<file path="config.mk">
export PLATFORM = sky130hd
export DESIGN_NAME = rob_top
export DESIGN_NICKNAME = d
export VERILOG_FILES = /design/src/logic/rob_pkg.sv /design/src/logic/rob_dualport_ram.sv /design/src/logic/rob_tag_alloc.sv /design/src/logic/rob_fill.sv /design/src/logic/rob_drain.sv /design/src/logic/rob_top.sv
export SDC_FILE = /design/constraint.sdc
export NUM_CORES = 1
export LEC_CHECK = 0
export BUFFER_PORTS_ARGS = -buffer_cell sky130_fd_sc_hd__buf_2
export CAP_MARGIN = 15
export CELL_PAD_IN_SITES_DETAIL_PLACEMENT = 1
export CELL_PAD_IN_SITES_GLOBAL_PLACEMENT = 1
export CORE_ASPECT_RATIO = 1.5
export CORE_MARGIN = 5
export CORE_UTILIZATION = 30
export CTS_CLUSTER_SIZE = 12
export DETAILED_ROUTE_END_ITERATION = 6
export PLACE_DENSITY = 0.52
export SLEW_MARGIN = 25
export SYNTH_ARGS = -nofsm -noshare
export SYNTH_HDL_FRONTEND = slang
export SYNTH_HIERARCHICAL = 1
export SYNTH_SLANG_ARGS = --single-unit
export TNS_END_PERCENT = 30
</file>
<file path="constraint.sdc">
create_clock -name clk0 -period 4.9 [get_ports clk0]
set_clock_uncertainty 0.1 [all_clocks]
set_input_delay 0 -clock clk0 [delete_from_list [all_inputs] [get_ports clk0]]
set_output_delay 0 -clock clk0 [all_outputs]
set_load 0.1 [all_outputs]
</file>
<file path="src/logic/rob_pkg.sv">
`default_nettype none

package rob_pkg;

    // Number of reorder slots, which is also the number of tags in flight
    localparam int N_ROB_ENTRIES = 16;

    // Width of the data word carried by each response
    localparam int ROB_DATA_BITS = 32;

    // Extra output register stages behind the RAM read register
    localparam int RAM_OUT_STAGES = 1;

    // Cycles from a drain read until its data leaves the RAM
    // The first cycle is the RAM read register itself
    localparam int RAM_RD_LATENCY = 1 + RAM_OUT_STAGES;

    // Bits needed to name one slot
    localparam int ROB_TAG_BITS = $clog2(N_ROB_ENTRIES);

    // Slot index handed out with each request and returned with its response
    typedef logic [ROB_TAG_BITS-1:0] rob_tag_t;

    // Occupancy needs one more bit than a tag so a full buffer can be counted
    typedef logic [ROB_TAG_BITS:0] rob_count_t;

    // Response payload
    typedef logic [ROB_DATA_BITS-1:0] rob_data_t;

    // One response as it arrives from the memory side
    typedef struct packed
    {
        rob_tag_t  tag;
        rob_data_t data;
    } rob_rsp_t;

endpackage

`default_nettype wire

</file>
<file path="src/logic/rob_dualport_ram.sv">
`timescale 1ns/1ps
`default_nettype none

// Simple dual-port block RAM
// Port 1 only writes and port 0 only reads
// A read of an address that is written in the same cycle returns the old word
module rob_dualport_ram
#(
    parameter int N_ENTRIES = 16,
    parameter int N_DATA_BITS = 32,
    // Extra register stages after the read register
    parameter int N_OUTPUT_REG_STAGES = 0
)
(
    input  wire logic                         clk0,
    input  wire logic [$clog2(N_ENTRIES)-1:0] addr0,
    output logic      [N_DATA_BITS-1:0]       rdata0,
    input  wire logic [$clog2(N_ENTRIES)-1:0] addr1,
    input  wire logic                         wen1,
    input  wire logic [N_DATA_BITS-1:0]       wdata1
);

    // Storage array
    logic [N_DATA_BITS-1:0] mem [0:N_ENTRIES-1];

    // Read pipeline, where stage 0 is the RAM read register
    logic [N_DATA_BITS-1:0] rd_pipe [0:N_OUTPUT_REG_STAGES];

    // Both ports share one block so the read sees the word before this edge's write
    always_ff @(posedge clk0)
    begin
        if (wen1)
        begin
            mem[addr1] <= wdata1;
        end
        rd_pipe[0] <= mem[addr0];
    end

    // Optional output registers to ease timing out of the block RAM
    genvar s;
    generate
        for (s = 0; s < N_OUTPUT_REG_STAGES; s = s + 1)
        begin : g_out_reg
            always_ff @(posedge clk0)
            begin
                rd_pipe[s+1] <= rd_pipe[s];
            end
        end
    endgenerate

    // Data leaves from the last stage of the pipeline
    assign rdata0 = rd_pipe[N_OUTPUT_REG_STAGES];

endmodule

`default_nettype wire

</file>
<file path="src/logic/rob_tag_alloc.sv">
`timescale 1ns/1ps
`default_nettype none

// Tag allocator for the reorder buffer
// Tags go out in sequence and wrap around the slot count
module rob_tag_alloc
(
    input  wire logic              clk0,
    input  wire logic              rst,
    input  wire logic              alloc_req,
    input  wire logic              drain_fire,
    output rob_pkg::rob_tag_t      alloc_tag,
    output logic                   full
);

    import rob_pkg::*;

    // Next slot to hand out
    rob_tag_t head_ptr;

    // Slots allocated and not yet drained
    rob_count_t occupancy;

    // A request while full is dropped
    logic alloc_ok;

    assign alloc_ok = alloc_req && !full;

    // The head pointer is visible as the tag in the same cycle as the request
    assign alloc_tag = head_ptr;

    // Full follows the registered count and so lags the edge by one cycle
    assign full = (occupancy == rob_count_t'(N_ROB_ENTRIES));

    // The tag width matches the slot count so the pointer wraps on its own
    always_ff @(posedge clk0)
    begin
        if (rst)
        begin
            head_ptr <= '0;
        end
        else if (alloc_ok)
        begin
            head_ptr <= head_ptr + rob_tag_t'(1);
        end
    end

    // Occupancy rises on an allocation and falls on a drain
    // When both happen together the count holds
    always_ff @(posedge clk0)
    begin
        if (rst)
        begin
            occupancy <= '0;
        end
        else
        begin
            case ({alloc_ok, drain_fire})
                2'b10:
                    occupancy <= occupancy + rob_count_t'(1);
                2'b01:
                    occupancy <= occupancy - rob_count_t'(1);
                default:
                    occupancy <= occupancy;
            endcase
        end
    end

endmodule

`default_nettype wire

</file>
<file path="src/logic/rob_fill.sv">
`timescale 1ns/1ps
`default_nettype none

// Response fill for the reorder buffer
// Each response is written into the RAM at its tag and its slot is marked valid
module rob_fill
(
    input  wire logic                                clk0,
    input  wire logic                                rst,
    input  wire logic                                rsp_valid,
    input  wire rob_pkg::rob_rsp_t                   rsp,
    input  wire logic                                drain_fire,
    input  wire rob_pkg::rob_tag_t                   drain_tag,
    output logic [rob_pkg::N_ROB_ENTRIES-1:0]        entry_valid,
    output logic                                     ram_wen,
    output rob_pkg::rob_tag_t                        ram_waddr,
    output rob_pkg::rob_data_t                       ram_wdata
);

    // The tag of a response is its slot address in the RAM
    assign ram_wen   = rsp_valid;
    assign ram_waddr = rsp.tag;
    assign ram_wdata = rsp.data;

    // One valid bit per slot
    // The bit is set on the same edge that writes the RAM, so the drain side
    // sees it one cycle later, when the written word can already be read
    always_ff @(posedge clk0)
    begin
        if (rst)
        begin
            entry_valid <= '0;
        end
        else
        begin
            // Drained slot is released here
            if (drain_fire)
            begin
                entry_valid[drain_tag] <= 1'b0;
            end

            // A fresh response to a slot that was drained and reallocated
            // in the same cycle must not be lost, so set is written last
            if (rsp_valid)
            begin
                entry_valid[rsp.tag] <= 1'b1;
            end
        end
    end

endmodule

`default_nettype wire

</file>
<file path="src/logic/rob_drain.sv">
`timescale 1ns/1ps
`default_nettype none

// In-order drain for the reorder buffer
// The tail slot leaves as soon as its response has arrived
module rob_drain
(
    input  wire logic                                clk0,
    input  wire logic                                rst,
    input  wire logic [rob_pkg::N_ROB_ENTRIES-1:0]   entry_valid,
    output logic                                     drain_fire,
    output rob_pkg::rob_tag_t                        drain_tag,
    input  wire rob_pkg::rob_data_t                  ram_rdata,
    output logic                                     out_valid,
    output rob_pkg::rob_data_t                       out_data
);

    import rob_pkg::*;

    // Oldest slot still waiting to leave
    rob_tag_t tail_ptr;

    // Strobes for reads in flight through the RAM, one bit per cycle of latency
    logic [RAM_RD_LATENCY-1:0] rd_pending;

    // Fire whenever the oldest response is present
    // Nothing waits behind the output, so one slot leaves per cycle at most
    assign drain_fire = entry_valid[tail_ptr];

    // The tail pointer also addresses the RAM read port
    assign drain_tag = tail_ptr;

    // Walk through the slots in allocation order
    always_ff @(posedge clk0)
    begin
        if (rst)
        begin
            tail_ptr <= '0;
        end
        else if (drain_fire)
        begin
            tail_ptr <= tail_ptr + rob_tag_t'(1);
        end
    end

    // Delay the drain strobe by the RAM read latency
    // The RAM read register captures on the drain edge, so stage 0 matches it
    always_ff @(posedge clk0)
    begin
        if (rst)
        begin
            rd_pending <= '0;
        end
        else
        begin
            rd_pending[0] <= drain_fire;
            for (int i = 1; i < RAM_RD_LATENCY; i++)
            begin
                rd_pending[i] <= rd_pending[i-1];
            end
        end
    end

    // Strobe and data line up at the last stage
    assign out_valid = rd_pending[RAM_RD_LATENCY-1];
    // RAM output registers already hold the word, no extra capture here
    assign out_data = ram_rdata;

endmodule

`default_nettype wire

</file>
<file path="src/logic/rob_top.sv">
`timescale 1ns/1ps
`default_nettype none

// Response reorder buffer
// Out-of-order responses are parked by tag and released in allocation order
module rob_top
(
    input  wire logic                 clk0,
    input  wire logic                 rst,
    input  wire logic                 alloc_req,
    output rob_pkg::rob_tag_t         alloc_tag,
    output logic                      full,
    input  wire logic                 rsp_valid,
    input  wire rob_pkg::rob_rsp_t    rsp,
    output logic                      out_valid,
    output rob_pkg::rob_data_t        out_data
);

    import rob_pkg::*;

    // Drain events go back to the allocator and the valid bits
    logic     drain_fire;
    rob_tag_t drain_tag;

    // Per-slot valid bits from fill to drain
    logic [N_ROB_ENTRIES-1:0] entry_valid;

    // RAM write and read data paths
    logic      ram_wen;
    rob_tag_t  ram_waddr;
    rob_data_t ram_wdata;
    rob_data_t ram_rdata;

    // Input side
    rob_tag_alloc u_alloc
    (
        .clk0       (clk0),
        .rst        (rst),
        .alloc_req  (alloc_req),
        .drain_fire (drain_fire),
        .alloc_tag  (alloc_tag),
        .full       (full)
    );

    // Response fill and slot tracking
    rob_fill u_fill
    (
        .clk0        (clk0),
        .rst         (rst),
        .rsp_valid   (rsp_valid),
        .rsp         (rsp),
        .drain_fire  (drain_fire),
        .drain_tag   (drain_tag),
        .entry_valid (entry_valid),
        .ram_wen     (ram_wen),
        .ram_waddr   (ram_waddr),
        .ram_wdata   (ram_wdata)
    );

    // Response storage, written by fill and read by drain
    rob_dualport_ram
    #(
        .N_ENTRIES           (N_ROB_ENTRIES),
        .N_DATA_BITS         (ROB_DATA_BITS),
        .N_OUTPUT_REG_STAGES (RAM_OUT_STAGES)
    )
    u_ram
    (
        .clk0   (clk0),
        .addr0  (drain_tag),
        .rdata0 (ram_rdata),
        .addr1  (ram_waddr),
        .wen1   (ram_wen),
        .wdata1 (ram_wdata)
    );

    // Output side
    rob_drain u_drain
    (
        .clk0        (clk0),
        .rst         (rst),
        .entry_valid (entry_valid),
        .drain_fire  (drain_fire),
        .drain_tag   (drain_tag),
        .ram_rdata   (ram_rdata),
        .out_valid   (out_valid),
        .out_data    (out_data)
    );

endmodule

`default_nettype wire

</file>
After elaboration in Yosys (flattened, before gate mapping)
Memories as Yosys holds them, arrays and structs flattened. A register that Yosys moved wholly into a read port is not among the register bits.
Cells that the tools add are included.
- $add $sub $neg: 4
- magnitude comparators: 4
- equal/unequal tests: 3
- muxes and demuxes: 14
- bitwise gates (word level): 3
- reductions and logical operators: 5
- operators with widths (cell ; count):
    $mux W16 ; 3
    $and A16 B16 Y16 ; 1
    $not A16 Y16 ; 1
    $or A16 B16 Y16 ; 1
    $lt A4 B5 Y1 const B ; 2
    $pmux W5 S2 ; 1
    $add A4 B1 Y4 const B ; 2
    $demux W1 S4 ; 2
    $ge A4 B1 Y1 const B ; 2
    $mux W4 ; 2
    $add A5 B1 Y5 const B ; 1
    $eq A5 B5 Y1 const B ; 1
    $mux W1 ; 5
    $sub A5 B1 Y5 const B ; 1
    $bmux W1 S4 ; 1
    $logic_and A1 B1 Y1 ; 3
    $eq A2 B1 Y1 const B ; 1
    $eq A2 B2 Y1 const B ; 1
    $reduce_bool A2 Y1 ; 1
    $logic_not A1 Y1 ; 1
- bits in registers: 31
- memory bits (writable): 576
- input port bits: 40
- word-level logic and storage cells: 40
- memories: 2
- memories (name ; words ; width ; read ports ; clocked after memory_dff ; write ports ; line ; text):
    u_ram.mem ; 16 ; 32 ; 1 ; 1 ; 1 ; rob_dualport_ram.sv:24 ; logic [N_DATA_BITS-1:0] mem [0:N_ENTRIES-1];
    u_ram.rd_pipe ; 2 ; 32 ; 2 ; 0 ; 2 ; rob_dualport_ram.sv:27 ; logic [N_DATA_BITS-1:0] rd_pipe [0:N_OUTPUT_REG_STAGES];

Logic depth before layout (Yosys ltp)
- depth after elaboration: 10
- depth in mapped cells: 13
- gate-level depth less buffers: 12

Cells and area by module
The synthesis kept the hierarchy.
- by module, submodules not included (module ; times used ; cells each ; area an instance (um^2) ; sequential area each (um^2)):
    rob_dualport_ram ; 1 ; 902 ; 20717.4 ; 16656.0
    rob_fill ; 1 ; 107 ; 943.4 ; 320.3
    rob_drain ; 1 ; 76 ; 676.9 ; 120.1
    rob_tag_alloc ; 1 ; 60 ; 539.3 ; 180.2

Least setup slack after synthesis
OpenSTA, ideal clock, no wires.
- kind: input port to flip-flop
- from: in rsp[34] in the netlist's numbering
- to: mem u_ram.mem[0][0] (enable)
- setup time: 0.461 ns
- data arrival time: 2.840 ns
- data required time: 4.339 ns
- slack: 1.498 ns
- stages: 3
- path buffers: 1
- cells stage by stage: buf_4 > or3b_2 > nor3_1
- RTL lines (item ; line ; text):
    from (decl) ; rob_top.sv:14 ; input wire rob_pkg::rob_rsp_t rsp,
    to (decl) ; rob_dualport_ram.sv:24 ;
Straight into the memory's write port.

Worst setup path in the final report
- from: reg u_drain.tail_ptr[1] (netlist: u_drain/drain_tag[1])
- to: reg u_alloc.occupancy[4]
- cells in the longest elaborated chain, start to end: 4
- elaborated cells between the ends (all ways): 6
- classes of those cells: eq/ne (2); mux (3); reduce/logical (1)
- ends and longest elaborated chain (item ; line ; text):
    from (decl) ; rob_drain.sv:21 ; rob_tag_t tail_ptr;
    from (signal assigned) ; rob_drain.sv:42 ; tail_ptr <= tail_ptr + rob_tag_t'(1);
    $bmux W1 S4 (*) ; rob_drain.sv:28 ; assign drain_fire = entry_valid[tail_ptr];
    $mux W1 (implied by the code) (*) ; rob_drain.sv:28 ;
    named net drain_fire ; rob_top.sv:22 ; logic drain_fire;
    $eq A2 B1 Y1 / $eq A2 B2 Y1 (equally long branches) ; rob_tag_alloc.sv:58 ; case ({alloc_ok, drain_fire})
    $pmux W5 S2 / $reduce_bool A2 Y1 (equally long branches) ; -- ;
    to (signal assigned) ; rob_tag_alloc.sv:60 ; occupancy <= occupancy + rob_count_t'(1);
    to (signal assigned) ; rob_tag_alloc.sv:62 ; occupancy <= occupancy - rob_count_t'(1);
    to (signal assigned) ; rob_tag_alloc.sv:64 ; occupancy <= occupancy;
    to (decl) ; rob_tag_alloc.sv:22 ; rob_count_t occupancy;
The timed path passes the listed nets; every way through them passes the cells marked *. The select of a mux whose other input is x is not followed.
A chain may end at the register's enable or synchronous reset.

==> metrics.md <==
| Metric | Value |
|---|---|
| Worst Path Max Fanout | 42 |
| Post-CTS Setup Inserts | 0 |
| Syn nets | 1192 |
| Initial core utilization | 30.1% |
| Remaining Overflow, GRT | 0 |
| Worst Path Arrival | 4.16 ns |
| Final hold vios | 0 |
| CTS tree | yes |
| Met3 usage | 2.29% |
| M2 GR Usage | 24.1% |
| PwrDens | 400 nW/µm² |
| Placeable Area | 76000 µm² |
| CTS Buf Count | 59 |
| # resized after CTS | 0 |
| Clock network latency to the later pin of the worst-skew pair | 0.62 ns |
| Critical Path End Type | register |
| Worst R2R Start | u_drain/drain_tag[1] |
| Asr flop ratio synth | 0% |
| DP Wirelength | 29000 µm |
| Layout Utilization | 34.5% |
| Largest net degree at the start of global routing | 79 |
| Reg area | 17300 µm² |
| Syn Area/Cell | 20.0 µm² |
| Crit path launch | u_drain/drain_tag[1] |
| Yosys warning count | 6 |
| Vias per inst | 4.71 |
| Hold crit path type | primary input to register |
| Main combinational cell family by area after synthesis | multiplexers |
| Simple-gate share of the synthesized area | 2.71% |
| Sink Count | 607 |
| Area grow syn2layout | 14.6% |
| Crit-path most repeated cell | inv_1 |
| Die H | 348 µm |
| Overall routed net length | 54600 µm |
| RSZ-0062 raised after global routing | no |
| Synth cell types | 55 |
| I/O Pins | 78 |
| NumNets Final | 1253 |
| Total global routing track utilization | 13.3% |
| Sequential share of the synthesized area | 75.5% |
| Synth Area in Compound Gates | 3.49% |
| Most Used Layer, Global Route | met2 |
| Post-synthesis adder-cell area fraction | 0.416% |
| DR pass1 iterations | 4 |
| Most frequent cell after synthesis | edfxtp_1 |
| Ys flop type | edfxtp_1 |
| Setup Crit Path Kind | register to register |
| Critical R2R Capture | u_alloc/occupancy[4] |
| Post-synth top area cell | edfxtp_1 |
| Post-synth top cells | edfxtp_1 (512), mux4_2 (129), buf_4 (111) |
| Worst setup SP type | register |
| #FFs+latches synth | 607 |
| Synthesized cell area | 22900 µm² |
| First-pass GRT wire length | 81500 µm |
| Final setup violation count | 0 |
| Core Rows | 124 |
| Global placer's final weighted congestion | 0.730 |
| Post-synth top area share | 67.2% |
| Flop2flop setup slack | 1.14 ns |
| Max IR drop VDD | 0.258 mV |
| Footprint of the multi-input gates | 4700 µm² |
| Slowest cell on crit path | dfxtp_4 |
| Multiplexer share of the synthesized area | 13.2% |
| Initial antenna violation count | 4 |
| Xor and xnor area share after synthesis | 0.153% |
| Die area | 82000 µm² |
| CTS root buffer | clkbuf_16 |
| Longest Clk Path Bufs | 3 |
| Outcome | finished, final reports clean |
| Post-route ant nets | 0 |
| WL/cell | 24.1 µm |
| Iter 0 DRT Violations | 718 |
| CTS HTree Levels | 2 |
| Total negative slack | 0 ns |
| Crit path cell chain | and2b_1 > a22oi_1 > nand4_4 > and2_2 > inv_1 > ha_1 > inv_1 > fa_1 > nor2b_1 > o22ai_1 > mux2i_1 > mux2_2 |
| Synth area leaders | edfxtp_1 (67%), mux4_2 (13%), dfxtp_1 (8.3%) |
| Clock transition at path regs | 0.06 ns |
| Die X-Extent | 235 µm |
| Max frequency | 266 MHz |
| Slew Limit Fails | 0 |
| Post-CTS Hold Buffers | 46 |
| Slowest Stage Delay on Critical Path | 0.79 ns |
| Worst relative slew slack | 37.9% |
| Residual DRC | 0 |
| Hold path startpoint | rsp[4] |
| Leak Pwr | 8.19 nW |
| Vias in the first global route | 11870 |
| Worst reg-to-reg path cell count | 12 |
| Hold path cells | 2 |
| Layout cells sized above 1 | 27.5% |
| Hold EP | u_ram/mem[14][4] |
| Worst Max-Slew Pin Slew | 0.930 ns |
| Grt met1 use | 16.4% |
| Post-synth EDFFs | 512 |
| Critical Path RT | 5.30 ns |
| Max Cap Violations | 0 |
| Fin crit period | 3.76 ns |
| Vias after detailed routing | 10669 |
| Tcrit/Tclk final | 76.7% |
| Mapped Cells | 1145 |
| Filler cell count | 7522 |
| # port buffers | 77 |
through the flow:
step	cells	power (mW)	hold WS, ns	instance area, µm²	setup WS, ns
floorplan	1145	6.16	-0.0309	22900	1.50
global route	2264	10.9	0.188	26200	0.879
global placement	2104	6.23	0.214	23900	1.21
finish	2267	10.5	0.204	26200	1.14
CTS	2264	10.6	0.157	26200	1.09
detailed placement	2107	6.25	0.213	23900	1.13
metal layers:
| layer | vias to the layer above | wire (µm) |
|---|---|---|
| met5 | - | 13 |
| met4 | 2 | 1160 |
| met3 | 66 | 2000 |
| met2 | 169 | 29100 |
| met1 | 5783 | 22300 |
| li1 | 4649 | - |
power by group:
group          leakage, nW  switching (mW)  total, mW  internal [mW]
sequential            5.42          0.0389       5.75           5.71
combinational         1.90           0.273      0.407          0.134
clock                0.869            1.88       4.32           2.44
placed cells by master (no fill, tap or decap), drive strengths merged, types with 2 or more instances in the layout:
master / netlist / routed
or3: 3 / 3
and3: 2 / 2
dfxtp: 95 / 95
a21oi: 5 / 5
dlygate4sd3: 0 / 46
nand2b: 6 / 6
o21ai: 18 / 18
nand3: 8 / 8
nand3b: 6 / 6
mux2: 3 / 3
and2: 2 / 2
o311ai: 8 / 8
buf: 125 / 104
and2b: 2 / 2
clkbuf: 25 / 105
nor2: 30 / 30
o211ai: 8 / 8
nor3: 6 / 6
mux4: 129 / 129
o32ai: 2 / 2
clkinv: 0 / 3
nor4: 3 / 3
mux2i: 7 / 7
nor2b: 6 / 6
nand2: 37 / 37
ha: 6 / 6
diode: 0 / 3
xor2: 4 / 4
or2: 2 / 2
inv: 9 / 10
or3b: 2 / 2
a22oi: 65 / 65
edfxtp: 512 / 512
cell type report:
class / instances / area share [%]
clock inverter: 6 / 0.272
clock buffer: 105 / 6.64
timing repair buffer: 150 / 4.28
multi-input combinational: 379 / 17.9
antenna: 3 / 0.0286
inverter: 9 / 0.129
sequential: 607 / 65.9
tap: 1008 / 4.81
state kept, by name (all words and copies together) (netlist names):
name	cells
u_alloc/alloc_tag	4
u_alloc/occupancy	5
u_drain/drain_tag	4
u_drain/rd_pending	2
u_fill/entry_valid	16
u_ram/mem	512
u_ram/rd_pipe	64
cells by family (layout without fill, tap and decap cells):
kind of cell    Yosys count  in the layout
other cells               0              3
buf+inv                 159            270
mux                     139            139
simple gates            119            119
compound gates          110            110
xor+xnor                  4              4
flops                   607            607
fa+ha+maj                 7              7
critical path: cells and delay by family (launching register included):
kind                     cells  cell delay, ns
AND/OR/NAND/NOR              4            0.88
flip-flops                   1            0.79
adder cells (fa/ha/maj)      2            0.67
multiplexers                 2            0.53
AO/OA/AOI/OAI                2            0.43
buffers and inverters        2            0.24
worst max path at each step:
| stage | to | slack [ns] | depth (start not counted) |
|---|---|---|---|
| floorplan | u_ram/mem[0][0] | 1.50 | 3 |
| global placement | u_alloc/occupancy[4] | 1.21 | 12 |
| detailed placement | u_alloc/occupancy[4] | 1.13 | 12 |
| CTS | u_alloc/occupancy[4] | 1.09 | 12 |
| global route | u_alloc/occupancy[4] | 0.88 | 12 |
| finish | u_alloc/occupancy[4] | 1.14 | 12 |
Note: power is estimated with default switching activity, not from simulation.
